==> config.mk <==
export PLATFORM = sky130hd
export DESIGN_NAME = gb_serial
export DESIGN_NICKNAME = d
export VERILOG_FILES = /design/src/hdl/gb_map_pkg.sv /design/src/hdl/gb_bus_pkg.sv /design/src/hdl/gb_serial.sv
export SDC_FILE = /design/constraint.sdc
export NUM_CORES = 1
export LEC_CHECK = 0
export ABC_AREA = 1
export BUFFER_PORTS_ARGS = -buffer_cell sky130_fd_sc_hd__buf_4
export CORE_MARGIN = 4
export CORE_UTILIZATION = 49
export DETAILED_ROUTE_END_ITERATION = 16
export PLACE_DENSITY = 0.8
export SLEW_MARGIN = 25
export SYNTH_ARGS = -nofsm -noshare
export SYNTH_HDL_FRONTEND = slang
export SYNTH_SLANG_ARGS = --single-unit
export TNS_END_PERCENT = 50
==> constraint.sdc <==
create_clock -name clk -period 2.7 [get_ports clk]
set_input_delay 0.675 -clock clk [delete_from_list [all_inputs] [get_ports clk]]
set_output_delay 0.675 -clock clk [all_outputs]
set_load 0.01 [all_outputs]
==> src/hdl/gb_map_pkg.sv <==
/*
 * memory map for the console glue: register addresses, region bits,
 * ram sizes, interrupt vector rules, serial timing and the select struct
 */
package gb_map_pkg;

	// ------------------------------------------------------------
	// bus widths
	localparam int ADDR_W = 16;
	localparam int DATA_W = 8;

	// single registers in the io page
	localparam logic [15:0] ADDR_JOYP = 16'hFF00;	// joypad matrix
	localparam logic [15:0] ADDR_SB   = 16'hFF01;	// serial data, reads open bus
	localparam logic [15:0] ADDR_SC   = 16'hFF02;	// serial control
	localparam logic [15:0] ADDR_IF   = 16'hFF0F;	// interrupt flags
	localparam logic [15:0] ADDR_IE   = 16'hFFFF;	// interrupt enable

	// ------------------------------------------------------------
	// region decode, upper address bits
	localparam logic [1:0] WRAM_BASE_HI  = 2'b11;		// c000 up, echo included
	localparam logic [8:0] ZPRAM_BASE_HI = 9'h1FF;		// ff80..fffe
	localparam logic [2:0] CRAM_BASE_HI  = 3'b101;		// cart ram a000..bfff
	localparam logic [7:0] IO_PAGE       = 8'hFF;		// excluded from wram
	localparam int WRAM_AW  = 13;
	localparam int ZPRAM_AW = 7;

	// interrupts
	localparam int IRQ_N     = 5;
	localparam int IRQ_IDX_W = $clog2(IRQ_N);
	localparam logic [7:0] IRQ_VEC_BASE = 8'h40;
	localparam logic [7:0] IRQ_VEC_STEP = 8'd8;
	localparam logic [7:0] IRQ_VEC_NONE = 8'h55;	// nothing pending

	// serial stub, 8192 Hz bit clock at 4 MHz
	localparam int SERIAL_BIT_CYCLES = 512;
	localparam int SERIAL_BITS       = 8;
	localparam int SERIAL_DIV_W      = $clog2(SERIAL_BIT_CYCLES);
	localparam int SERIAL_CNT_W      = $clog2(SERIAL_BITS + 1);

	localparam logic [7:0] OPEN_BUS = 8'hFF;

	// one select bit per region, at most one set
	typedef struct packed {
		logic cart;
		logic wram;
		logic zpram;
		logic joyp;
		logic sb;
		logic sc;
		logic if_reg;
		logic ie_reg;
	} sel_t;

endpackage

==> src/hdl/gb_bus_pkg.sv <==
/*
 * bus structs: cpu side strobes, cartridge pins and the
 * interrupt source bundle in IF bit order
 */
package gb_bus_pkg;

	// plain strobe bus from the cpu, one access per cycle
	typedef struct packed {
		logic [gb_map_pkg::ADDR_W-1:0] addr;
		logic                          rd;
		logic                          wr;
		logic [gb_map_pkg::DATA_W-1:0] wdata;
	} cpu_bus_t;

	// ------------------------------------------------------------
	// cartridge rom / ram request, passed straight to the pins
	typedef struct packed {
		logic [gb_map_pkg::ADDR_W-1:0] addr;
		logic                          rd;
		logic                          wr;
		logic [gb_map_pkg::DATA_W-1:0] wdata;
	} cart_req_t;

	// event sources, first member is the msb so vblank lands on bit 0
	typedef struct packed {
		logic joypad;	// bit 4
		logic serial;	// bit 3
		logic timer;	// bit 2
		logic lcd;		// bit 1
		logic vblank;	// bit 0, raw level
	} irq_src_t;

endpackage

==> src/hdl/gb_serial.sv <==
/*
 * serial port stub: SC register and an internal clock transfer timer
 * that raises the serial interrupt after eight bit times
 */
`timescale 1ns/1ns

module gb_serial (
	input  logic                    clk,
	input  logic                    reset,
	input  gb_bus_pkg::cpu_bus_t    cpu,
	input  gb_map_pkg::sel_t        sel,
	output logic [7:0]              sc_rdata,
	output logic                    serial_irq
);

	logic                                sc_start;	// transfer running
	logic                                sc_clk;	// internal clock
	logic [gb_map_pkg::SERIAL_DIV_W-1:0] bit_div;	// cycles left in bit
	logic [gb_map_pkg::SERIAL_CNT_W-1:0] bit_cnt;	// bits left

	// ------------------------------------------------------------
	always_ff @(posedge clk) begin
		serial_irq <= 1'b0;
		if (reset) begin
			sc_start <= 1'b0;
			sc_clk   <= 1'b0;
			bit_div  <= '0;
			bit_cnt  <= '0;
		end else if (cpu.wr && sel.sc) begin
			sc_start <= cpu.wdata[7];
			sc_clk   <= cpu.wdata[0];
			if (cpu.wdata[7]) begin		// start loads the timer
				bit_div <= gb_map_pkg::SERIAL_DIV_W'(gb_map_pkg::SERIAL_BIT_CYCLES - 1);
				bit_cnt <= gb_map_pkg::SERIAL_CNT_W'(gb_map_pkg::SERIAL_BITS);
			end
		end else if (sc_start && sc_clk) begin
			bit_div <= bit_div - gb_map_pkg::SERIAL_DIV_W'(1);	// wraps every bit
			if (bit_div == '0 && bit_cnt != '0)
				bit_cnt <= bit_cnt - gb_map_pkg::SERIAL_CNT_W'(1);
			if (bit_cnt == '0) begin
				serial_irq <= 1'b1;		// transfer done
				sc_start   <= 1'b0;
				bit_div    <= gb_map_pkg::SERIAL_DIV_W'(gb_map_pkg::SERIAL_BIT_CYCLES - 1);
				bit_cnt    <= gb_map_pkg::SERIAL_CNT_W'(gb_map_pkg::SERIAL_BITS);
			end
		end
	end

	assign sc_rdata = {sc_start, 6'h3F, sc_clk};

	// counter stays inside one byte
	a_bit_cnt_range: assert property (@(posedge clk) disable iff (reset)
		bit_cnt <= gb_map_pkg::SERIAL_CNT_W'(gb_map_pkg::SERIAL_BITS));

endmodule

==> results.md <==
| Parameter | This run | Unit |
| --- | --- | --- |
| Number of placement rows | 15 | - |
| Cell type contributing the most total cell area after synthesis | sky130_fd_sc_hd__dfxtp_1 | - |
| WL per Instance | 11.07 | um |
| Sum of net half-perimeters after detailed placement | 1347 | um |
| Critical path fanouts, max | 3 | - |
| Total power | 561.0 | uW |
| Iter 0 DRT Violations | 18 | - |
| Buffers inserted by post-CTS timing repair | 0 | - |
| Period utilisation layout | 54.45 | % |
| Area share of the largest cell type after synthesis | 33.25 | % |
| Mean area per synthesized cell | 7.354 | um^2 |
| Number of flops mapped to enable cells by yosys | 0 | - |
| Die Footprint | 0.002739 | mm^2 |
| Vias in the first global route | 719 | - |
| Kind of cell adding the most delay to the critical path | flip-flops | - |
| Gate count after technology mapping | 131 | - |
| CP endpoint kind | primary output | - |
| Arrival time of the worst setup path | 0.80 | ns |
| Setup repair after global routing missed its margin | false | - |
| First-pass GRT wire length | 2904 | um |
| Overall routed net length | 1805 | um |
| Kind of critical path | reg -> out | - |
| Number of slew-limit violations in the final report | 0 | - |
| Max-cap viol count | 0 | - |
| Synth Flop Type | sky130_fd_sc_hd__dfxtp_1 | - |
| Final Critical Period | 1.470 | ns |
| Initial standard-cell utilization of the core | 53.47 | % |
| Worst path required time | 2.03 | ns |
| Slowest stage cell on the critical path | sky130_fd_sc_hd__dfxtp_1 | - |
| Crit path launch type | flop | - |
| Core region area | 0.001802 | mm^2 |
| Synthesized area | 963.4 | um^2 |
| Number of setup violations in the final report | 0 | - |
| Remaining global-route overflow | 0 | - |
| Top-level I/O count | 45 | - |
| Worst IR drop on VDD | 0.2617 | mV |
| TritonCTS clock tree | yes | - |
| Antenna violations before repair | 0 | - |
| Count leader, synth | sky130_fd_sc_hd__nand2_1 | - |
| Filler cell count in the final layout | 168 | - |
| Clock skew | 0.004878 | ns |
| Area growth syn-to-layout | 7.402 | % |
| Share of synthesized registers carrying an async set or reset | 0 | % |
| Share of synthesized area occupied by flip-flops and latches | 33.25 | % |
| Setup TNS after final layout | 0 | ns |
| Count of warnings emitted by yosys | 0 | - |
| Count of distinct cell types in the synthesized netlist | 27 | - |
| Placement Setup Slack | 1.053 | ns |
| Clock latency on the worst-skew pair | 0.29 | ns |
| Initial DRT Pass Iterations | 4 | - |
| Count of input and output buffers | 8 | - |
| Vertical die dimension | 52.34 | um |
| Top cells by area in the synthesized netlist | sky130_fd_sc_hd__dfxtp_1, sky130_fd_sc_hd__nand2_1, sky130_fd_sc_hd__inv_1, sky130_fd_sc_hd__buf_4, sky130_fd_sc_hd__nor2_1 | - |
| Mean number of vias per cell | 4.945 | - |
| Clock transition at the registers of the reported paths | 0.09 | ns |
| Final hold violations | 0 | - |
| Clock buffers created by TritonCTS | 3 | - |
| Critical path cell sequence | buf_4 | - |
| Maximum clock insertion buffer count | 2 | - |
| Most numerous cell types in the synthesized netlist | sky130_fd_sc_hd__nand2_1, sky130_fd_sc_hd__inv_1, sky130_fd_sc_hd__dfxtp_1 | - |
| Result of the run | completed | - |
| Number of nets still failing antenna checks after routing | 0 | - |
| Fraction of final layout cells sized beyond drive strength 1 | 20.29 | % |
| DRC errors left | 0 | - |
| Worst path buffer plus inverter count | 1 | - |
| CP max stage delay | 0.37 | ns |
| Final-stage net count | 177 | - |
| Total inserted antenna cells | 0 | - |
| Hold bufs inserted after CTS | 0 | - |
| H-tree lvl count | 1 | - |
| Die width | 52.34 | um |
| Maximum number of pins on one net before global-route repair | 19 | - |
| GRT Util Overall | 14.28 | % |
| Worst hold path type | reg -> reg | - |
| Clock sink total | 16 | - |
| Fmax achieved | 680.2 | MHz |
| Static Leakage | 0.0004594 | uW |
| Synth Register Bits | 16 | - |
| GP Congestion | 0.7930 | - |
| Via count | 806 | - |
| Setup WS post-layout | 1.230 | ns |
| Clock tree root driver cell | sky130_fd_sc_hd__clkbuf_4 | - |
| Power per standard cell area | 542.2 | mW/mm^2 |
| Resized Gates After CTS | 0 | - |
## per-layer routing
layer	track usage [%]	up-vias	wire [um]
li1	-	419	-
met1	15.63	366	788
met2	25.83	19	908
met3	2.849	2	91
met4	6.809	0	17
met5	0	-	0
## cells in the final DEF, fill, tap and decap left out, drive strengths merged
cell / synthesis / final
a21oi: 7 / 7
a31oi: 4 / 4
buf: 9 / 8
clkbuf: 1 / 4
conb: 1 / 6
dfxtp: 16 / 16
ha: 2 / 2
inv: 19 / 19
nand2: 29 / 29
nand3: 11 / 11
nand3b: 1 / 1
nand4: 3 / 3
nor2: 17 / 17
nor3: 4 / 4
o211ai: 1 / 1
o21ai: 4 / 4
xnor2: 2 / 2
## worst min-delay path: stages (launching register included)
cell and delay (ns):
sky130_fd_sc_hd__dfxtp_1 0.33, sky130_fd_sc_hd__nand2_1 0.06, sky130_fd_sc_hd__a21oi_1 0.06
## cells by family (layout without fill, tap and decap cells)
logic type,after synthesis,count (layout),share of synthesized area (%)
other,1,6,0.3892
buffers and inverters,29,31,15.19
adders and majority gates,2,2,2.597
xor gates and xnor gates,2,2,1.819
DFF,16,16,33.25
AOI/OAI and AO/OA,16,16,10.65
and+or+nand+nor,65,65,36.10
## where the power goes
| part | total, uW | internal, uW | switching (uW) |
|---|---|---|---|
| registers | 265 | 253 | 11.8 |
| logic | 134 | 47.2 | 86.5 |
| clock network | 163 | 82.1 | 80.6 |
## worst paths after layout
path | from | end | slack (ns) | depth (start not counted)
max reg2reg | bit_cnt[0]$_SDFFE_PP0P_ | bit_cnt[0]$_SDFFE_PP0P_ | 1.27 | 9
min | bit_div[6]$_SDFFE_PP0P_ | bit_div[6]$_SDFFE_PP0P_ | 0.48 | 2
min reg2reg | bit_div[6]$_SDFFE_PP0P_ | bit_div[6]$_SDFFE_PP0P_ | 0.48 | 2
max | sc_start$_SDFFE_PP0P_ | sc_rdata[7] | 1.23 | 1
## registers in the layout (all words and copies together), names as in the netlist
signal	flops
serial_irq	1
bit_div	9
bit_cnt	4
sc_clk	1
sc_start	1
## area by class of cell
cell class,count,area (um^2),area share (%)
Timing Repair Buffer,8,60.06,5.804
Multi-Input combinational cell,91,515.5,49.82
Clock buffer,4,36.28,3.507
Tap cell,25,31.28,3.023
Sequential cell,16,320.3,30.96
Inverter,19,71.32,6.892
## stage by stage
step           cells  area [um^2]  utilization, %  hold WS (ns)
2_1_floorplan    136        982.2               -        0.4308
3_3_place_gp     159        998.5           55.42        0.4459
3_5_place_dp     159        998.5           55.42        0.4759
4_1_cts          163         1035           57.43        0.4896
5_1_grt          163         1035           57.43        0.5040
6_report         163         1035           57.43        0.4849
(Power assumes the default switching activity.)
