[src/hdl/gb_map_pkg.sv]
/*
 * memory map for the console glue: register addresses, region bits,
 * ram sizes, interrupt vector rules, serial timing and the select struct
 */
package gb_map_pkg;

	// ------------------------------------------------------------
	// bus widths
	localparam int ADDR_W = 16;
	localparam int DATA_W = 8;

	// single registers in the io page
	localparam logic [15:0] ADDR_JOYP = 16'hFF00;	// joypad matrix
	localparam logic [15:0] ADDR_SB   = 16'hFF01;	// serial data, reads open bus
	localparam logic [15:0] ADDR_SC   = 16'hFF02;	// serial control
	localparam logic [15:0] ADDR_IF   = 16'hFF0F;	// interrupt flags
	localparam logic [15:0] ADDR_IE   = 16'hFFFF;	// interrupt enable

	// ------------------------------------------------------------
	// region decode, upper address bits
	localparam logic [1:0] WRAM_BASE_HI  = 2'b11;		// c000 up, echo included
	localparam logic [8:0] ZPRAM_BASE_HI = 9'h1FF;		// ff80..fffe
	localparam logic [2:0] CRAM_BASE_HI  = 3'b101;		// cart ram a000..bfff
	localparam logic [7:0] IO_PAGE       = 8'hFF;		// excluded from wram
	localparam int WRAM_AW  = 13;
	localparam int ZPRAM_AW = 7;

	// interrupts
	localparam int IRQ_N     = 5;
	localparam int IRQ_IDX_W = $clog2(IRQ_N);
	localparam logic [7:0] IRQ_VEC_BASE = 8'h40;
	localparam logic [7:0] IRQ_VEC_STEP = 8'd8;
	localparam logic [7:0] IRQ_VEC_NONE = 8'h55;	// nothing pending

	// serial stub, 8192 Hz bit clock at 4 MHz
	localparam int SERIAL_BIT_CYCLES = 512;
	localparam int SERIAL_BITS       = 8;
	localparam int SERIAL_DIV_W      = $clog2(SERIAL_BIT_CYCLES);
	localparam int SERIAL_CNT_W      = $clog2(SERIAL_BITS + 1);

	localparam logic [7:0] OPEN_BUS = 8'hFF;

	// one select bit per region, at most one set
	typedef struct packed {
		logic cart;
		logic wram;
		logic zpram;
		logic joyp;
		logic sb;
		logic sc;
		logic if_reg;
		logic ie_reg;
	} sel_t;

endpackage

[src/hdl/gb_bus_pkg.sv]
/*
 * bus structs: cpu side strobes, cartridge pins and the
 * interrupt source bundle in IF bit order
 */
package gb_bus_pkg;

	// plain strobe bus from the cpu, one access per cycle
	typedef struct packed {
		logic [gb_map_pkg::ADDR_W-1:0] addr;
		logic                          rd;
		logic                          wr;
		logic [gb_map_pkg::DATA_W-1:0] wdata;
	} cpu_bus_t;

	// ------------------------------------------------------------
	// cartridge rom / ram request, passed straight to the pins
	typedef struct packed {
		logic [gb_map_pkg::ADDR_W-1:0] addr;
		logic                          rd;
		logic                          wr;
		logic [gb_map_pkg::DATA_W-1:0] wdata;
	} cart_req_t;

	// event sources, first member is the msb so vblank lands on bit 0
	typedef struct packed {
		logic joypad;	// bit 4
		logic serial;	// bit 3
		logic timer;	// bit 2
		logic lcd;		// bit 1
		logic vblank;	// bit 0, raw level
	} irq_src_t;

endpackage

[src/hdl/gb_bus_decode.sv]
/*
 * cpu address decoder, cartridge strobes and the registered
 * read data mux with one cycle of latency
 */
`timescale 1ns/1ns

module gb_bus_decode (
	input  logic                    clk,
	input  logic                    reset,
	input  gb_bus_pkg::cpu_bus_t    cpu,
	output gb_map_pkg::sel_t        sel,
	output gb_bus_pkg::cart_req_t   cart,
	input  logic [7:0]              cart_do,
	input  logic [7:0]              joyp_rdata,
	input  logic [7:0]              sc_rdata,
	input  logic [7:0]              if_rdata,
	input  logic [7:0]              ie_rdata,
	input  logic [7:0]              ram_rdata,
	output logic [7:0]              rdata
);

	gb_map_pkg::sel_t rd_sel;	// region of the read in flight
	logic             rd_pend;	// read issued last cycle

	// ------------------------------------------------------------
	// address decode
	always_comb begin
		sel        = '0;
		sel.cart   = !cpu.addr[15] ||										// rom below 8000
			(cpu.addr[15:13] == gb_map_pkg::CRAM_BASE_HI);
		sel.wram   = (cpu.addr[15:14] == gb_map_pkg::WRAM_BASE_HI) &&
			(cpu.addr[15:8] != gb_map_pkg::IO_PAGE) &&					// echo aliases here
			(cpu.addr[15:8] != 8'hFE);										// oam page stays unmapped
		sel.zpram  = (cpu.addr[15:7] == gb_map_pkg::ZPRAM_BASE_HI) &&
			(cpu.addr != gb_map_pkg::ADDR_IE);
		sel.joyp   = cpu.addr == gb_map_pkg::ADDR_JOYP;
		sel.sb     = cpu.addr == gb_map_pkg::ADDR_SB;
		sel.sc     = cpu.addr == gb_map_pkg::ADDR_SC;
		sel.if_reg = cpu.addr == gb_map_pkg::ADDR_IF;
		sel.ie_reg = cpu.addr == gb_map_pkg::ADDR_IE;
	end

	// cartridge sees the cpu's own address and data
	assign cart = '{addr: cpu.addr, rd: cpu.rd & sel.cart, wr: cpu.wr & sel.cart,
		wdata: cpu.wdata};

	// ------------------------------------------------------------
	// read pipeline
	always_ff @(posedge clk) begin
		if (reset)
			rd_pend <= 1'b0;
		else
			rd_pend <= cpu.rd;
		if (cpu.rd)
			rd_sel <= sel;		// remember where the byte comes from
	end

	// byte is picked the cycle after the read, then held
	always_ff @(posedge clk) begin
		if (rd_pend) begin
			if (rd_sel.cart)
				rdata <= cart_do;
			else if (rd_sel.wram || rd_sel.zpram)
				rdata <= ram_rdata;						// sync ram output
			else if (rd_sel.joyp)
				rdata <= joyp_rdata;
			else if (rd_sel.sb)
				rdata <= gb_map_pkg::OPEN_BUS;			// no link partner
			else if (rd_sel.sc)
				rdata <= sc_rdata;
			else if (rd_sel.if_reg)
				rdata <= if_rdata;
			else if (rd_sel.ie_reg)
				rdata <= ie_rdata;
			else
				rdata <= gb_map_pkg::OPEN_BUS;			// unmapped
		end
	end

	// cpu never strobes both directions at once
	a_rd_wr_excl: assert property (@(posedge clk) disable iff (reset)
		!(cpu.rd && cpu.wr));

endmodule

[config.mk]
export PLATFORM = sky130hd
export DESIGN_NAME = gb_bus_decode
export DESIGN_NICKNAME = d
export VERILOG_FILES = /design/src/hdl/gb_map_pkg.sv /design/src/hdl/gb_bus_pkg.sv /design/src/hdl/gb_bus_decode.sv
export SDC_FILE = /design/constraint.sdc
export NUM_CORES = 1
export LEC_CHECK = 0
export BUFFER_PORTS_ARGS = -buffer_cell sky130_fd_sc_hd__buf_4
export CORE_MARGIN = 2
export CORE_UTILIZATION = 40
export CTS_CLUSTER_DIAMETER = 40
export DETAILED_ROUTE_END_ITERATION = 10
export PLACE_DENSITY_LB_ADDON = 0.25
export RECOVER_POWER = 50
export SKIP_CTS_REPAIR_TIMING = 1
export SYNTH_ARGS = -nofsm -noshare
export SYNTH_HDL_FRONTEND = slang
export SYNTH_SLANG_ARGS = --single-unit
export TNS_END_PERCENT = 5
[constraint.sdc]
create_clock -name clk -period 3.33 [get_ports clk]
set_input_delay 0.666 -clock clk [delete_from_list [all_inputs] [get_ports clk]]
set_output_delay 0.666 -clock clk [all_outputs]
set_load 0.01 [all_outputs]
==> results of run 1 <==
-- routing by layer --
metal,up-vias,wire [µm]
met5,-,0
li1,638,-
met1,591,1224
met3,12,345
met2,74,1902
met4,0,78
-- logic make-up (layout without fill, tap and decap cells) --
group	Yosys count	in the layout	synth area share, %
buffers and inverters	33	108	17.52
AO/OA/AOI/OAI	27	27	19.32
flip-flops	17	17	37.88
AND/OR/NAND/NOR	61	61	25.28
-- state kept, by name, summed over array words and instances, names as in the netlist --
| name | count |
|---|---|
| rdata | 8 |
| rd_pend | 1 |
| rd_sel | 8 |
-- Yosys cell counts, types with 2 or more instances --
cell type / count
nor2_1: 3
o311a_1: 8
o221ai_2: 8
buf_1: 2
o21ai_0: 10
nor2b_1: 9
inv_1: 3
and2_1: 2
buf_4: 24
nand2_1: 25
or2_2: 2
buf_6: 2
nand4_1: 3
edfxtp_1: 16
nor4_1: 3
nor3b_1: 8
-- where the power goes --
part	total (W)	switching, W	internal [W]
combinational	0.000150	0.0000586	0.0000919
sequential	0.000263	0.0000163	0.000247
clock	0.000113	0.0000680	0.0000447
-- per-stage QoR --
stage	hold WS [ps]	area, µm²	std cells	setup slack [ps]
finish	495.1	1904	257	805.8
global route	491.3	1904	257	603.4
CTS	497.5	1942	257	809.3
detailed placement	627.4	1914	253	808.7
global placement	605.4	1914	253	876.1
floorplan	559.8	1321	138	1061
-- worst min path at each step --
stage	startpoint	to	slack, ps	depth (start not counted)
floorplan	rd_pend$_SDFF_PP0_	rdata[0]$_DFFE_PP_	560	0
global placement	rd_pend$_SDFF_PP0_	rdata[4]$_DFFE_PP_	610	0
detailed placement	rd_pend$_SDFF_PP0_	rdata[4]$_DFFE_PP_	630	0
CTS	reset	rd_pend$_SDFF_PP0_	500	2
global route	reset	rd_pend$_SDFF_PP0_	490	2
finish	reset	rd_pend$_SDFF_PP0_	500	2
-- layout make-up --
cell class / instances / area share (%)
Tap cell: 44 / 2.891
Inverter: 3 / 0.5913
Sequential cell: 17 / 26.28
Clock inverter: 1 / 0.2628
Clock buffer: 3 / 1.183
Timing Repair Buffer: 101 / 37.84
Multi-Input combinational cell: 88 / 30.95
==> summary.txt, run 1 <==
Outcome
  – Status: finished clean

GRT
  – First-pass GRT wire length: slightly below 5 mm
  – Met3 Usage GRT: under 10%
  – Grt ovf: 0
  – Met1 Usage GRT: ~16%
  – Grt peak-use layer: met2
  – Global-route usage over all layers: between 10% and 20%
  – Initial antenna violation count: 0
  – Vias in the first global route: around 1,200
  – Largest net degree at the start of global routing: 18
  – Met2 Track Usage GR: ~36%

Timing
  – Rel. slew slack: between 50% and 60%
  – Tmin final: between 2000 and 3000 ps
  – Final setup vio count: 0
  – Clock skew: between 20 and 25 ps
  – Setup_tns: 0 ps
  – Max Fclk: 396.2 MHz
  – Worst slew pin tran: roughly 660 ps
  – Fin. Hold Viols: 0
  – Final slew viol count: 0
  – Fin crit share: 75.80%
  – Unrepaired setup endpoints after global routing: no

Worst setup path
  – Arrival time at the worst endpoint: between 1500 and 2000 ps
  – CP Launch Type: input port
  – Crit-path max cell delay: 390 ps
  – Start of the worst register-to-register path: rd_sel[7]$_DFFE_PP_
  – Crit Reg-Reg Endpoint: rdata[6]$_DFFE_PP_
  – R2R Setup Slk: 1640 ps
  – CP max stage cell: nor4_1
  – Worst Setup SP: cpu[17]
  – CP required: between 2000 and 3000 ps
  – Max FO, Critical Path: 4
  – Critical Path Sink Type: output port
  – Reg2Reg Depth: 3
  – Cell family with most CP delay: simple AND/OR/NAND/NOR gates
  – Crit. path cell count: 5
  – Critical path endpoint: sel[3]
  – Worst Path Buf+Inv: 2
  – Setup CP Type: in -> out
  – CP Cell Sequence: clkbuf_1 -> nor4_1 -> nand4_1 -> nor4_1 -> buf_4
  – Worst path most repeated cell: nor4_1

Routing
  – Residual DRC: 0
  – Antenna-violating nets left: 0
  – Drt pass-1 iters: 4
  – WL/cell: between 10 and 15 µm
  – Via count: ~1,300
  – Drt total wl: ~3.6 mm
  – Vias/cell: ~5.1
  – 1st-iter DRT viols: between 50 and 60

CTS
  – Clk slew on worst S/H paths: roughly 110 ps
  – Clock sinks: 17
  – Clock Path Buffers: 2
  – CTS tree: built
  – H-Tree Level Count: 1
  – CTS Buf Count: 3
  – Clock latency on the worst-skew pair: about 300 ps
  – CTS root buffer: clkbuf_4

Yosys
  – Post-synth EDFFs: 16
  – Synthesized area: about 1300 µm²
  – Yosys warning count: 0
  – Yosys top cell area share: a little over a third
  – Gate Count Post-Synth: approximately 140
  – Yosys top cell by area: edfxtp_1
  – Syn_nets: approximately 210
  – Ys flop type: edfxtp_1
  – Synth Area per Inst: between 9 and 10 µm²
  – Post-synthesis sequential area ratio: between 30% and 40%
  – Synth async-reset ratio: 0%
  – Synth area leaders: edfxtp_1 36%, buf_4 14%, o221ai_2 9.1%
  – Synth cell types: 26
  – #FFs+latches synth: 17

Worst hold path
  – Hold/Removal Path Class: in -> reg

Cells and area
  – Layout cells sized above 1: about half
  – Fill cells: 293
  – Reg area: around 500 µm²
  – Diodes inserted: 0
  – Multi-input gate area: about 590 µm²
  – Most common cell after layout, fill and taps aside: buf_4
  – Final Util: approximately three fifths
  – Nets: 290
  – Most frequent cells in the layout: 91 x buf_4, 25 x nand2_1, 16 x edfxtp_1, 10 x o21ai_0, 10 x clkbuf_1
  – Synthesis-to-finish area growth: 44.13%

Pwr
  – Leak pwr: 0.8435 nW
  – Cell Pwr Density: roughly 280 nW/µm²
  – PnR Total Power: 0.0005263 W
  – Max rail drop VDD: about 130 µV

Floorplanning
  – Die X: 61.48 µm
  – CORE AREA: 3103 µm²
  – I/O pin cnt: roughly 120
  – Die area: between 3000 and 4000 µm²
  – Row cnt: 20
  – Initial Utilization: approximately 43%
  – Die H: 61.48 µm

Run
  – Maximum capacitance violations: 0

Placement
  – Port-buffer cells: 101
  – RePlAce Congestion: between 0.7 and 0.8
  – Post-DP HPWL: ~2.9 mm
No activity file was read; power rests on OpenSTA's default activity.
==> run 2, diff against run 1 <==
--- a/config.mk
+++ b/config.mk
@@ -7,7 +7,7 @@
 export LEC_CHECK = 0
 export BUFFER_PORTS_ARGS = -buffer_cell sky130_fd_sc_hd__buf_4
 export CORE_MARGIN = 2
-export CORE_UTILIZATION = 40
+export CORE_UTILIZATION = 38
 export CTS_CLUSTER_DIAMETER = 40
 export DETAILED_ROUTE_END_ITERATION = 10
 export PLACE_DENSITY_LB_ADDON = 0.25
==> constraint.sdc (replaced) <==
create_clock -name clk -period 2.39 [get_ports clk]
set_input_delay 0.478 -clock clk [delete_from_list [all_inputs] [get_ports clk]]
set_output_delay 0.478 -clock clk [all_outputs]
set_load 0.01 [all_outputs]
==> summary.txt, run 2 (synthesis results as in run 1) <==
Outcome
  – Status: finished clean

Pwr
  – Clock network fraction of design power: around a fifth
  – Reg power frac: 50.1%
  – Max rail drop VDD: between 150 and 200 µV
  – P_int: approximately 0.00053 W
  – Leak pwr: ~0.84 nW
  – Cell Pwr Density: between 300 and 400 nW/µm²
  – Combinational share of power: 28.5%
  – Switching fraction of total power: 27.22%
  – Psw: approximately 0.00020 W

Worst setup path
  – Worst Path Buf+Inv: 2
  – CP required: between 1500 and 2000 ps
  – Cell family with most CP delay: simple AND/OR/NAND/NOR gates
  – CP Cell Sequence: buf_4 -> nor4_1 -> nand4_1 -> nor4_1 -> buf_4
  – Critical Path Sink Type: output port
  – CP Launch Type: input port
  – Setup CP Type: in -> out
  – CP max stage cell: nor4_1
  – Arrival time at the worst endpoint: between 1500 and 2000 ps
  – Max FO, Critical Path: 4
  – Crit-path max cell delay: between 300 and 400 ps

Timing
  – Final setup vio count: 0
  – Fin crit share: approximately 90%
  – Rel. slew slack: between 50% and 60%
  – Unrepaired setup endpoints after global routing: no
  – Fin. Hold Viols: 0
  – Clock skew: around 13 ps
  – Tmin final: 2123 ps
  – Max Fclk: roughly 470 MHz
  – Worst slew pin tran: about 650 ps
  – Min Hold Slack: between 300 and 400 ps
  – Setup_tns: 0 ps
  – Final slew viol count: 0

Cells and area
  – Layout cells sized above 1: between 50 and 60%
  – Diodes inserted: 0
  – Most common cell after layout, fill and taps aside: buf_4
  – Final Util: between 50% and 60%
  – Most frequent cells in the layout: 91 x buf_4, 25 x nand2_1, 16 x edfxtp_1, 10 x o21ai_0, 10 x clkbuf_1
  – Top flop regs: rd_sel (8), rdata (8), rd_pend (1)
  – Synthesis-to-finish area growth: 44.32%
  – Nets: 290
  – Fill cells: roughly 320

CTS
  – H-Tree Level Count: 1
  – CTS tree: built
  – Clock latency on the worst-skew pair: about 300 ps
  – CTS root buffer: clkbuf_4
  – CTS Buf Count: 3
  – Clock sinks: 17
  – Clock Path Buffers: 2
  – Clk slew on worst S/H paths: approximately 110 ps

GRT
  – Grt ovf: 0
  – Vias in the first global route: 1,286
  – First-pass GRT wire length: about 5.6 mm
  – Largest net degree at the start of global routing: 18
  – Global-route usage over all layers: 17.64%
  – Initial antenna violation count: 0

Routing
  – Residual DRC: 0
  – Drt total wl: between 3 and 4 mm
  – Via count: between 1,000 and 1,500
  – Vias/cell: between 5 and 6
  – 1st-iter DRT viols: ~110
  – Routed length on met1: 1.293 mm
  – Drt pass-1 iters: 4
  – WL met2: about 1.9 mm
  – WL/cell: 13.87 µm
  – Top layer in use: met4
  – Antenna-violating nets left: 0
  – Routed length on met3: roughly 380 µm

Floorplanning
  – Die H: between 60 and 70 µm
  – Initial Utilization: ~40%
  – Row cnt: 21
  – Die X: 62.97 µm
  – I/O pin cnt: about 120
  – CORE AREA: ~3300 µm²
  – Die area: about 4000 µm²

Placement
  – Post-DP HPWL: roughly 3 mm
  – Port-buffer cells: between 100 and 150
  – RePlAce Congestion: ~0.77

Worst hold path
  – Hold/Removal Path Class: in -> reg

Run
  – Maximum capacitance violations: 0
run 2: cell counts in the layout (fill, tap and decap cells not counted):
Identical to the previous run, type by type.
run 2: power by group through the flow:
stage / sequential (W) / clock, W / combinational, W
final: 0.000366 / 0.000156 / 0.000209
after global routing: 0.000370 / 0.000169 / 0.000228
after CTS: 0.000366 / 0.000161 / 0.000219
after detailed placement: 0.000373 / 0 / 0.000218
after global placement: 0.000372 / 0 / 0.000213
after floorplan: 0.000360 / 0 / 0.000126
run 2: layout make-up:
cell class | count | area, µm² | area share, %
clock inverter | 1 | 5.005 | 0.2625
sequential | 17 | 500.5 | 26.25
tap | 46 | 57.56 | 3.018
timing repair buffer | 101 | 720.7 | 37.80
clock buffer | 3 | 22.52 | 1.181
multi-input combinational | 88 | 589.3 | 30.91
inverter | 3 | 11.26 | 0.5906
run 2: metrics by stage:
step / setup slack (ps) / total power [W] / cell area, µm² / std cells
finish: 267.4 / 0.0007315 / 1907 / 259
floorplan: 497.0 / 0.0004858 / 1321 / 138
CTS: 250.1 / 0.0007461 / 1944 / 259
global route: 86.59 / 0.0007674 / 1907 / 259
global placement: 318.0 / 0.0005855 / 1917 / 255
detailed placement: 254.3 / 0.0005914 / 1917 / 255
run 2: routing by layer:
metal / up-vias / GRT usage, %
li1: 640 / -
met1: 595 / 18.76
met2: 90 / 32.98
met3: 6 / 4.865
met4: 0 / 6.111
met5: - / 0
run 2: worst paths after layout:
kind / start / endpoint / slack [ps] / cells past startpoint
max: cpu[17] / sel[3] / 270 / 5
min: reset / rd_pend$_SDFF_PP0_ / 320 / 2
max reg2reg: rd_sel[7]$_DFFE_PP_ / rdata[4]$_DFFE_PP_ / 690 / 3
min reg2reg: rd_pend$_SDFF_PP0_ / rdata[6]$_DFFE_PP_ / 640 / 0
