==> config.mk <==
export PLATFORM = sky130hd
export DESIGN_NAME = gb_joypad
export DESIGN_NICKNAME = d
export VERILOG_FILES = /design/src/hdl/gb_map_pkg.sv /design/src/hdl/gb_bus_pkg.sv /design/src/hdl/gb_joypad.sv
export SDC_FILE = /design/constraint.sdc
export NUM_CORES = 1
export LEC_CHECK = 0
export BUFFER_PORTS_ARGS = -buffer_cell sky130_fd_sc_hd__buf_2
export CORE_MARGIN = 2
export CORE_UTILIZATION = 38
export DETAILED_ROUTE_END_ITERATION = 16
export GPL_TIMING_DRIVEN = 0
export PLACE_DENSITY = 0.8
export SLEW_MARGIN = 40
export SYNTH_ARGS = -nofsm -noshare
export SYNTH_HDL_FRONTEND = slang
export SYNTH_SLANG_ARGS = --single-unit
==> constraint.sdc <==
create_clock -name clk -period 2.2 [get_ports clk]
set_input_delay 0.22 -clock clk [delete_from_list [all_inputs] [get_ports clk]]
set_output_delay 0.22 -clock clk [all_outputs]
set_load 0.02 [all_outputs]
==> src/hdl/gb_map_pkg.sv <==
/*
 * memory map for the console glue: register addresses, region bits,
 * ram sizes, interrupt vector rules, serial timing and the select struct
 */
package gb_map_pkg;

	// ------------------------------------------------------------
	// bus widths
	localparam int ADDR_W = 16;
	localparam int DATA_W = 8;

	// single registers in the io page
	localparam logic [15:0] ADDR_JOYP = 16'hFF00;	// joypad matrix
	localparam logic [15:0] ADDR_SB   = 16'hFF01;	// serial data, reads open bus
	localparam logic [15:0] ADDR_SC   = 16'hFF02;	// serial control
	localparam logic [15:0] ADDR_IF   = 16'hFF0F;	// interrupt flags
	localparam logic [15:0] ADDR_IE   = 16'hFFFF;	// interrupt enable

	// ------------------------------------------------------------
	// region decode, upper address bits
	localparam logic [1:0] WRAM_BASE_HI  = 2'b11;		// c000 up, echo included
	localparam logic [8:0] ZPRAM_BASE_HI = 9'h1FF;		// ff80..fffe
	localparam logic [2:0] CRAM_BASE_HI  = 3'b101;		// cart ram a000..bfff
	localparam logic [7:0] IO_PAGE       = 8'hFF;		// excluded from wram
	localparam int WRAM_AW  = 13;
	localparam int ZPRAM_AW = 7;

	// interrupts
	localparam int IRQ_N     = 5;
	localparam int IRQ_IDX_W = $clog2(IRQ_N);
	localparam logic [7:0] IRQ_VEC_BASE = 8'h40;
	localparam logic [7:0] IRQ_VEC_STEP = 8'd8;
	localparam logic [7:0] IRQ_VEC_NONE = 8'h55;	// nothing pending

	// serial stub, 8192 Hz bit clock at 4 MHz
	localparam int SERIAL_BIT_CYCLES = 512;
	localparam int SERIAL_BITS       = 8;
	localparam int SERIAL_DIV_W      = $clog2(SERIAL_BIT_CYCLES);
	localparam int SERIAL_CNT_W      = $clog2(SERIAL_BITS + 1);

	localparam logic [7:0] OPEN_BUS = 8'hFF;

	// one select bit per region, at most one set
	typedef struct packed {
		logic cart;
		logic wram;
		logic zpram;
		logic joyp;
		logic sb;
		logic sc;
		logic if_reg;
		logic ie_reg;
	} sel_t;

endpackage

==> src/hdl/gb_bus_pkg.sv <==
/*
 * bus structs: cpu side strobes, cartridge pins and the
 * interrupt source bundle in IF bit order
 */
package gb_bus_pkg;

	// plain strobe bus from the cpu, one access per cycle
	typedef struct packed {
		logic [gb_map_pkg::ADDR_W-1:0] addr;
		logic                          rd;
		logic                          wr;
		logic [gb_map_pkg::DATA_W-1:0] wdata;
	} cpu_bus_t;

	// ------------------------------------------------------------
	// cartridge rom / ram request, passed straight to the pins
	typedef struct packed {
		logic [gb_map_pkg::ADDR_W-1:0] addr;
		logic                          rd;
		logic                          wr;
		logic [gb_map_pkg::DATA_W-1:0] wdata;
	} cart_req_t;

	// event sources, first member is the msb so vblank lands on bit 0
	typedef struct packed {
		logic joypad;	// bit 4
		logic serial;	// bit 3
		logic timer;	// bit 2
		logic lcd;		// bit 1
		logic vblank;	// bit 0, raw level
	} irq_src_t;

endpackage

==> src/hdl/gb_joypad.sv <==
/*
 * joypad register with matrix select, active low key readback and
 * the key press interrupt on a falling input line
 */
`timescale 1ns/1ns

module gb_joypad (
	input  logic                    clk,
	input  logic                    reset,
	input  gb_bus_pkg::cpu_bus_t    cpu,
	input  gb_map_pkg::sel_t        sel,
	input  logic [7:0]              joystick,	// active high
	output logic [7:0]              joyp_rdata,
	output logic                    key_irq
);

	logic [1:0] p54;		// select bits where low enables a half
	logic [3:0] joy_p4;		// directions
	logic [3:0] joy_p5;		// buttons
	logic [7:0] in_d;		// line history stage 1
	logic [7:0] in_d2;		// stage 2

	// ------------------------------------------------------------
	// matrix halves with the disabled half reading all ones
	assign joy_p4 = ~joystick[3:0] | {4{p54[0]}};	// right left up down from bit 0
	assign joy_p5 = ~{joystick[7], joystick[6], joystick[5], joystick[4]} | {4{p54[1]}};

	assign joyp_rdata = {2'b11, p54, joy_p4 & joy_p5};

	always_ff @(posedge clk) begin
		if (reset) begin
			p54   <= 2'b00;
			in_d  <= 8'hFF;		// idle lines are high
			in_d2 <= 8'hFF;
		end else begin
			if (cpu.wr && sel.joyp)
				p54 <= cpu.wdata[5:4];
			in_d  <= {joy_p4, joy_p5};
			in_d2 <= in_d;
		end
	end

	// one to zero on any line
	assign key_irq = |(in_d2 & ~in_d);

endmodule

==> metrics, run 1 <==
Total Routing Usage GR=0.122; maximum buffer depth of the clock tree=2; DP Worst Slack=0.911 ns; Hold Startpoint=joystick[3]; Tcrit/Tclk final=0.735; GR Overflow Total=0; post-DP HPWL=807 µm; PD cells=802 mW/mm²; vias in the first global route=459; Via Count=501; Design Power=0.621 mW; CTS H-tree depth=1; skew final=0.00424 ns; yosys warns=0; GPL Wtd Cong=0.680; Yosys cell types=12; post-cts sizing count=0; fin area=774 µm²; Post-CTS Setup Bufs=0; Routed Antenna Nets=0; max-cap violations=0; worst IR drop on VDD=0.406 mV; Clock Sinks=18; CTS Hold Bufs=0; status=completed; Post-Syn Instances=68; die height=44.2 µm; max frequency=619 MHz; footprint of the flip-flops and latches=360 µm²; core area=0.00151 mm²; Initial Utilization=0.408; placed cells=105; worst hold path class=in2reg; delay of the slowest cell on the worst path=0.49 ns; Leak Pwr=0.411 nW; CP required=1.98 ns; Avg Cell Area, Syn=9.03 µm²; final setup fails=0; total iterations of the first detailed-routing run=3; die area=0.00195 mm²; Netlist Area Pre-Place=614 µm²; CTS tree=done; Total Routed Length=1.03 mm; Crit. End Element=primary output; routed wire length per instance=9.43 µm; largest net degree at the start of global routing=11; most common cell after layout, fill and taps aside=buf_2; clock latency on the worst-skew pair=0.29 ns; vias per inst=4.60; worst-path fanout max=1; area grow syn2layout=26.1%; die width=44.2 µm; layout cell share with drive strength beyond 1=0.366; critical path class=reg2out; initial DRC count=4; num rows=14; total CTS buffers=3; Post-Place Cell Area=738 µm²; Worst setup SP type=flip-flop; net total in the final layout=138; setup ws final=0.583 ns; CP startpoint=in_d2[0]; initial antenna violation count=0; sequential area share after synthesis=0.587; final setup TNS=0 ns; most frequent cells in the layout=20 x buf_2, 18 x dfxtp_1, 10 x inv_1; DRC Markers=0; CP arrival=1.40 ns; IO Pins=53; worst r2r src=p54[1]; area occupied by multi-input gates=201 µm²; max-slew violations=0; worst path bufs/invs=2; Post-Layout Cell Count=109; Filler Cells Inserted=145; Clock transition at path regs=0.10 ns; Slowest-stage cell, CP=or4_1; RSZ-0062 raised after global routing=no; CTS root buf=clkbuf_4; Cell Chain, Critical Path=inv_1 -> o22ai_1 -> or4_1 -> buf_2; Antenna Cells=0; number of synthesized register bits=18; number of port buffers=20; delay-heaviest family, CP=simple AND/OR/NAND/NOR gates; global-route wire length before repair=1.71 mm; Hold Vio Cnt, Final=0; minimum clock period=1.62 ns
## flip-flops by register name (all words and copies together), names as in the netlist
| register | count |
|---|---|
| in_d | 8 |
| p54 | 2 |
| in_d2 | 8 |
## cell usage after synthesis
cell / n / area share
dfxtp_1: 18 / 0.59
buf_4: 2 / 0.024
inv_1: 10 / 0.061
o22ai_1: 4 / 0.041
a21oi_1: 6 / 0.049
nor2b_1: 4 / 0.041
or4_1: 1 / 0.012
nand3_1: 6 / 0.049
conb_1: 1 / 0.0061
or2_2: 8 / 0.081
clkbuf_1: 1 / 0.0061
nand2_1: 7 / 0.043
## metal layers
layer | track usage | up-vias | share of wire
met5 | 0 | - | 0
met4 | 0.0909 | 0 | 0.037
met3 | 0.0245 | 5 | 0.054
met2 | 0.203 | 15 | 0.49
met1 | 0.137 | 216 | 0.42
li1 | - | 265 | -
## report_power, final
| group | internal [mW] | switching, mW | total (mW) |
|---|---|---|---|
| registers | 0.342 | 0.00665 | 0.349 |
| logic | 0.0325 | 0.0397 | 0.0722 |
| clock network | 0.101 | 0.0991 | 0.200 |
| total | 0.476 | 0.145 | 0.621 |
## path summary, 6_finish.rpt
check,endpoint,slack [ns],cells past startpoint
setup / recovery,key_irq,0.58,4
hold / removal,in_d[7],0.12,2
hold reg to reg,in_d2[2],0.45,1
setup reg to reg,in_d[0],1.47,2
## kinds of logic (layout without fill, tap and decap cells)
kind of cell	after synthesis	in the layout	synth area share
simple gates	26	26	0.226
flops	18	18	0.587
compound gates	10	10	0.0896
other cells	1	2	0.00610
buf+inv	13	37	0.0916
## cell type report
| class | count | share of cell area |
|---|---|---|
| Inverter | 10 | 0.0485 |
| Multi-Input combinational cell | 38 | 0.260 |
| Timing Repair Buffer | 20 | 0.129 |
| Clock buffer | 4 | 0.0468 |
| Sequential cell | 18 | 0.465 |
| Tap cell | 16 | 0.0258 |
| Buffer | 3 | 0.0242 |
## metrics by stage
| stage | hold WS, ns | util |
|---|---|---|
| after floorplan | 0.306 | - |
| after global placement | 0.426 | 0.490 |
| after detailed placement | 0.426 | 0.490 |
| after CTS | 0.117 | 0.514 |
| after global routing | 0.114 | 0.514 |
| final | 0.117 | 0.514 |
Power figures use the tool's default switching activity.
==> run 2, diff against run 1 <==
--- a/config.mk
+++ b/config.mk
@@ -5,12 +5,13 @@
 export SDC_FILE = /design/constraint.sdc
 export NUM_CORES = 1
 export LEC_CHECK = 0
+export ABC_AREA = 1
 export BUFFER_PORTS_ARGS = -buffer_cell sky130_fd_sc_hd__buf_2
 export CORE_MARGIN = 2
-export CORE_UTILIZATION = 38
+export CORE_UTILIZATION = 33
 export DETAILED_ROUTE_END_ITERATION = 16
 export GPL_TIMING_DRIVEN = 0
-export PLACE_DENSITY = 0.8
+export PLACE_DENSITY = 0.72
 export SLEW_MARGIN = 40
 export SYNTH_ARGS = -nofsm -noshare
 export SYNTH_HDL_FRONTEND = slang
==> constraint.sdc (replaced) <==
create_clock -name clk -period 1.35 [get_ports clk]
set_input_delay 0.135 -clock clk [delete_from_list [all_inputs] [get_ports clk]]
set_output_delay 0.135 -clock clk [all_outputs]
set_load 0.02 [all_outputs]
==> run 2 against run 1 <==
Clock power up 60%. Cell area up 6.9%. Sequential cell count unchanged. Via count up 12%. Critical path type unchanged. Non-clock buffer count unchanged. Die area up 21%. Largest power group unchanged. Global-route usage down 0.12 points. Clock skew about the same.
==> metrics, run 2 <==
status=completed; Hold Vio Cnt, Final=0; worst-path fanout max=8; most numerous cell in the Yosys netlist=nand2_1; CTS H-tree depth=1; Synth area leaders=dfxtp_1 55%, nand2_1 20%, inv_1 8.6%, nand3_1 6.1%, nor2_1 3.4%; hold depth=2; critical path class=reg2out; post-synthesis simple-gate area fraction=0.291; die width=48.5 µm; Filler Cells Inserted=209; GR Overflow Total=0; worst hold path class=in2reg; CTS root buf=clkbuf_4; area grow syn2layout=26.6%; Top FF cell, synth=dfxtp_1; Post-synth EDFFs=0; Initial Utilization=0.340; CP required=1.22 ns; Synth top cells by count=34 x nand2_1, 18 x dfxtp_1, 15 x inv_1; Yosys cell types=10; Post-Synth Adder-Cell Area=0; Clock Sinks=18; clock latency on the worst-skew pair=0.29 ns; minimum clock period=1.20 ns; Crit. End Element=primary output; number of port buffers=20; PD cells=1260 mW/mm²; final setup TNS=0 ns; Compound-Gate Fraction of Synth Area=0.0153; die height=48.5 µm; mux contribution to synthesized area=0; cell taking the most area after synthesis=dfxtp_1; Routed Antenna Nets=0; Post-Syn Instances=88; GPL Wtd Cong=0.781; worst reg2reg path depth=2; CTS tree=done; Total Routing Usage GR=0.121; CP arrival=1.07 ns; Total Routed Length=1.23 mm; yosys warns=0; max-slew violations=0; DRC Markers=0; sequential area share after synthesis=0.551; Post-Synth XOR/XNOR Area=0; most frequent cells in the layout=34 x nand2_1, 20 x buf_2, 18 x dfxtp_1; largest family of logic cells by synthesized area=simple AND/OR/NAND/NOR gates; net total in the final layout=158; die area=0.00236 mm²; post-DP HPWL=963 µm; skew final=0.00431 ns; setup ws final=0.147 ns; Avg Cell Area, Syn=7.44 µm²; layout cell share with drive strength beyond 1=0.265; DP Worst Slack=0.392 ns; IO Pins=53; maximum buffer depth of the clock tree=2; max-cap violations=0; initial antenna violation count=0; r2r setup slk=0.68 ns; routed wire length per instance=8.78 µm; top cell type's share of synthesized area=0.551; core area=0.00192 mm²; worst IR drop on VDD=0.525 mV; Tcrit/Tclk final=0.891; vias per inst=4.02; largest net degree at the start of global routing=11; worst r2r src=p54[1]; num rows=16; WHS Endpoint=in_d[7]; vias in the first global route=514; met3 Use GR=0.0309; CTS Hold Bufs=0; Via Count=563; async set or reset register ratio after synthesis=0; final setup fails=0; total iterations of the first detailed-routing run=4; largest registers=in_d2 (8), in_d (8), p54 (2); Leak Pwr=0.495 nW; RSZ-0062 raised after global routing=no; Antenna Cells=0; number of synthesized register bits=18; met2 GRT Util=0.183; Design Power=1.04 mW; most common cell after layout, fill and taps aside=nand2_1; Clock transition at path regs=0.10 ns; Worst setup SP type=flip-flop; total CTS buffers=3; global-route wire length before repair=2.23 mm; gr busiest metal=met2; post-layout util=0.431; initial DRC count=9; max frequency=831 MHz; Global Route met1 Usage=0.162; R2R Path End=in_d[3]; Netlist Area Pre-Place=654 µm²; Hold Startpoint=joystick[3]
==> run 2: cell count changes after synthesis, sizes merged <==
cell    delta
inv        +6
nor2       +6
or2        -8
nand3      +2
buf        +1
nor2b      -4
nand2     +27
a21oi      -6
o21ai      +2
or4        -1
clkbuf     -1
o22ai      -4
==> run 2: routing by layer <==
metal / up-vias / share of wire / routed length (µm)
met2: 20 / 0.44 / 544
met1: 237 / 0.48 / 593
li1: 304 / - / -
met3: 2 / 0.061 / 75
met4: 0 / 0.011 / 14
met5: - / 0 / 0
==> run 2: worst max-delay path by stage <==
stage                     to  slack [ns]  cells after the start    from
2_1_floorplan  joyp_rdata[0]        0.37                      4  p54[0]
3_3_place_gp   joyp_rdata[0]        0.39                      5  p54[0]
3_5_place_dp   joyp_rdata[3]        0.39                      5  p54[1]
4_1_cts        joyp_rdata[0]        0.06                      5  p54[0]
5_1_grt        joyp_rdata[2]        0.05                      5  p54[1]
6_report       joyp_rdata[3]        0.15                      5  p54[1]
==> run 2: stage by stage <==
stage / cells / cell area, µm² / hold WS [ns]
final: 140 / 828 / 0.0414
after global routing: 140 / 828 / 0.0354
after CTS: 140 / 828 / 0.0295
after detailed placement: 136 / 792 / 0.344
after global placement: 136 / 792 / 0.338
after floorplan: 89 / 658 / 0.222
==> run 2: kinds of logic (layout without fill, tap and decap cells) <==
logic type / after synthesis / in the layout
AND/OR/NAND/NOR: 48 / 48
flip-flops: 18 / 18
buffers and inverters: 19 / 43
other: 1 / 2
AO/OA/AOI/OAI: 2 / 2
==> run 2: final cells by class <==
| type | count | area (µm²) | area share |
|---|---|---|---|
| buffer | 3 | 30.0 | 0.0363 |
| clock buffer | 4 | 36.3 | 0.0438 |
| inverter | 16 | 60.1 | 0.0725 |
| multi-input combinational | 52 | 208 | 0.251 |
| sequential | 18 | 360 | 0.435 |
| tap | 27 | 33.8 | 0.0408 |
| timing repair buffer | 20 | 100 | 0.121 |
==> run 2: power breakdown <==
group	internal (mW)	leakage, nW	switching [mW]
clock	0.164	0.0210	0.155
combinational	0.0594	0.326	0.0937
sequential	0.559	0.149	0.00936
==> run 2: repair_timing <==
action | 4_1_cts | 5_1_grt
buffers inserted | 0 | 0
endpoints found under the setup margin | 0 | 4
resized for setup | 0 | 2
==> run 2: critical path, cell delays in order, from the launching register on <==
cell and delay [ns]:
dfxtp_1 0.38, inv_2 0.09, nand2_1 0.07, nand2_1 0.05
inv_1 0.04, buf_2 0.15
==> run 3, diff against run 2 <==
--- a/config.mk
+++ b/config.mk
@@ -7,11 +7,11 @@
 export LEC_CHECK = 0
 export ABC_AREA = 1
 export BUFFER_PORTS_ARGS = -buffer_cell sky130_fd_sc_hd__buf_2
-export CORE_MARGIN = 2
-export CORE_UTILIZATION = 33
+export CORE_UTILIZATION = 35
+export CTS_BUF_LIST = sky130_fd_sc_hd__clkbuf_8
 export DETAILED_ROUTE_END_ITERATION = 16
 export GPL_TIMING_DRIVEN = 0
-export PLACE_DENSITY = 0.72
+export PLACE_DENSITY = 0.76
 export SLEW_MARGIN = 40
 export SYNTH_ARGS = -nofsm -noshare
 export SYNTH_HDL_FRONTEND = slang
==> run 3 against run 2 <==
Power increased by 10%. Global-route usage increased by 0.82 points. Non-clock buffer count unchanged. Sequential share of layout area decreased by 0.84 points. Sequential power about the same. Combinational power about the same. Via count decreased by 3.7%. Sequential cell count unchanged. Final cell count decreased by 1.4%. Critical endpoint is now joyp_rdata[1]. Largest cell class unchanged.
==> metrics, run 3 (synthesis results as in run 2) <==
CTS Hold Bufs=0; CTS H-tree depth=1; critical path class=reg2out; hold depth=2; initial DRC count=8; Comb power frac=0.132; die width=45.2 µm; maximum buffer depth of the clock tree=2; CP arrival=1.11 ns; PD cells=1360 mW/mm²; Hold Startpoint=joystick[4]; Via Count=542; vias in the first global route=461; CP startpoint=p54[0]; CTS root buf=clkbuf_8; Leak Pwr=0.503 nW; total iterations of the first detailed-routing run=4; area grow syn2layout=29.1%; routed wire length per instance=7.98 µm; worst IR drop on VDD=0.596 mV; met1 WL=510 µm; GPL Wtd Cong=0.690; Net Sw Frac=0.234; clock latency on the worst-skew pair=0.25 ns; die height=45.2 µm; Filler Cells Inserted=184; max-cap violations=0; worst hold path class=in2reg; total CTS buffers=3; worst reg2reg path depth=2; net switching power=0.268 mW; number of port buffers=20; Clock Sinks=18; initial antenna violation count=0; Hold Vio Cnt, Final=0; status=completed; met3 WL=67 µm; largest net degree at the start of global routing=11; routed length on met2=480 µm; Total Routed Length=1.10 mm; CP required=1.22 ns; WHS Endpoint=in_d[0]; max-slew violations=0; minimum clock period=1.24 ns; Worst setup SP type=flip-flop; global-route wire length before repair=1.77 mm; GR Overflow Total=0; worst-path fanout max=8; most frequent cells in the layout=34 x nand2_1, 20 x buf_2, 18 x dfxtp_1; clock power share=0.373; Post-CTS Setup Bufs=0; RSZ-0062 raised after global routing=no; vias per inst=3.93; DRC Markers=0; R2R Path End=in_d[6]; num rows=15; r2r setup slk=0.63 ns; final setup TNS=0 ns; Antenna Cells=0; Crit. End Element=primary output; IO Pins=53; Post-Place Cell Area=790 µm²; worst r2r src=p54[0]; skew final=0.00360 ns; final setup fails=0; die area=0.00205 mm²; Initial Utilization=0.375; most common cell after layout, fill and taps aside=nand2_1; sequential share of power=0.495; top sig layer=met4; layout cell share with drive strength beyond 1=0.248; largest registers=in_d2 (8), in_d (8), p54 (2); max frequency=806 MHz; Total Routing Usage GR=0.129; Int Pwr=0.877 mW; CTS tree=done; post-DP HPWL=834 µm; Routed Antenna Nets=0; Tcrit/Tclk final=0.919; post-cts sizing count=0; core area=0.00175 mm²; fin area=845 µm²; Clock transition at path regs=0.07 ns; net total in the final layout=158
[run 3: area by class of cell]
cell class,instances,area [µm²],share of cell area
Tap cell,25,31.3,0.0370
Clock buffer,4,55.1,0.0652
Buffer,3,30.0,0.0356
Timing Repair Buffer,20,100,0.119
Sequential cell,18,360,0.427
Multi-Input combinational cell,52,208,0.246
Inverter,16,60.1,0.0711
[run 3: power groups by stage]
stage | combinational (mW) | clock, mW | sequential (mW)
2_1_floorplan | 0.0965 | 0 | 0.583
3_3_place_gp | 0.148 | 0 | 0.579
3_5_place_dp | 0.152 | 0 | 0.580
4_1_cts | 0.153 | 0.430 | 0.568
5_1_grt | 0.169 | 0.457 | 0.570
6_report | 0.151 | 0.427 | 0.567
[run 3: per-layer routing]
layer	vias to the layer above	global-route usage
li1	301	-
met1	217	0.141
met2	20	0.197
met3	4	0.0360
met4	0	0.127
met5	-	0
[run 3: critical path: stages, from the launching register on]
cell     delay [ns]
dfxtp_1        0.32
inv_1          0.18
nand2_1        0.10
nand2_1        0.07
inv_1          0.04
buf_2          0.15
[run 3: how the worst max path moves through the flow]
stage / cells past startpoint / slack (ns) / end
global placement: 5 / 0.41 / joyp_rdata[1]
finish: 5 / 0.11 / joyp_rdata[1]
floorplan: 4 / 0.37 / joyp_rdata[0]
detailed placement: 5 / 0.39 / joyp_rdata[1]
global route: 5 / 0.04 / joyp_rdata[1]
CTS: 5 / 0.11 / joyp_rdata[1]
[run 3: through the flow]
step / hold slack [ns] / util / setup slack (ns) / power [mW] / instances
after global placement: 0.342 / 0.452 / 0.406 / 0.727 / 134
after global routing: 0.0807 / 0.484 / 0.0374 / 1.20 / 138
after CTS: 0.0857 / 0.484 / 0.113 / 1.15 / 138
after floorplan: 0.222 / - / 0.371 / 0.679 / 89
after detailed placement: 0.345 / 0.452 / 0.393 / 0.732 / 134
final: 0.0867 / 0.484 / 0.109 / 1.15 / 138
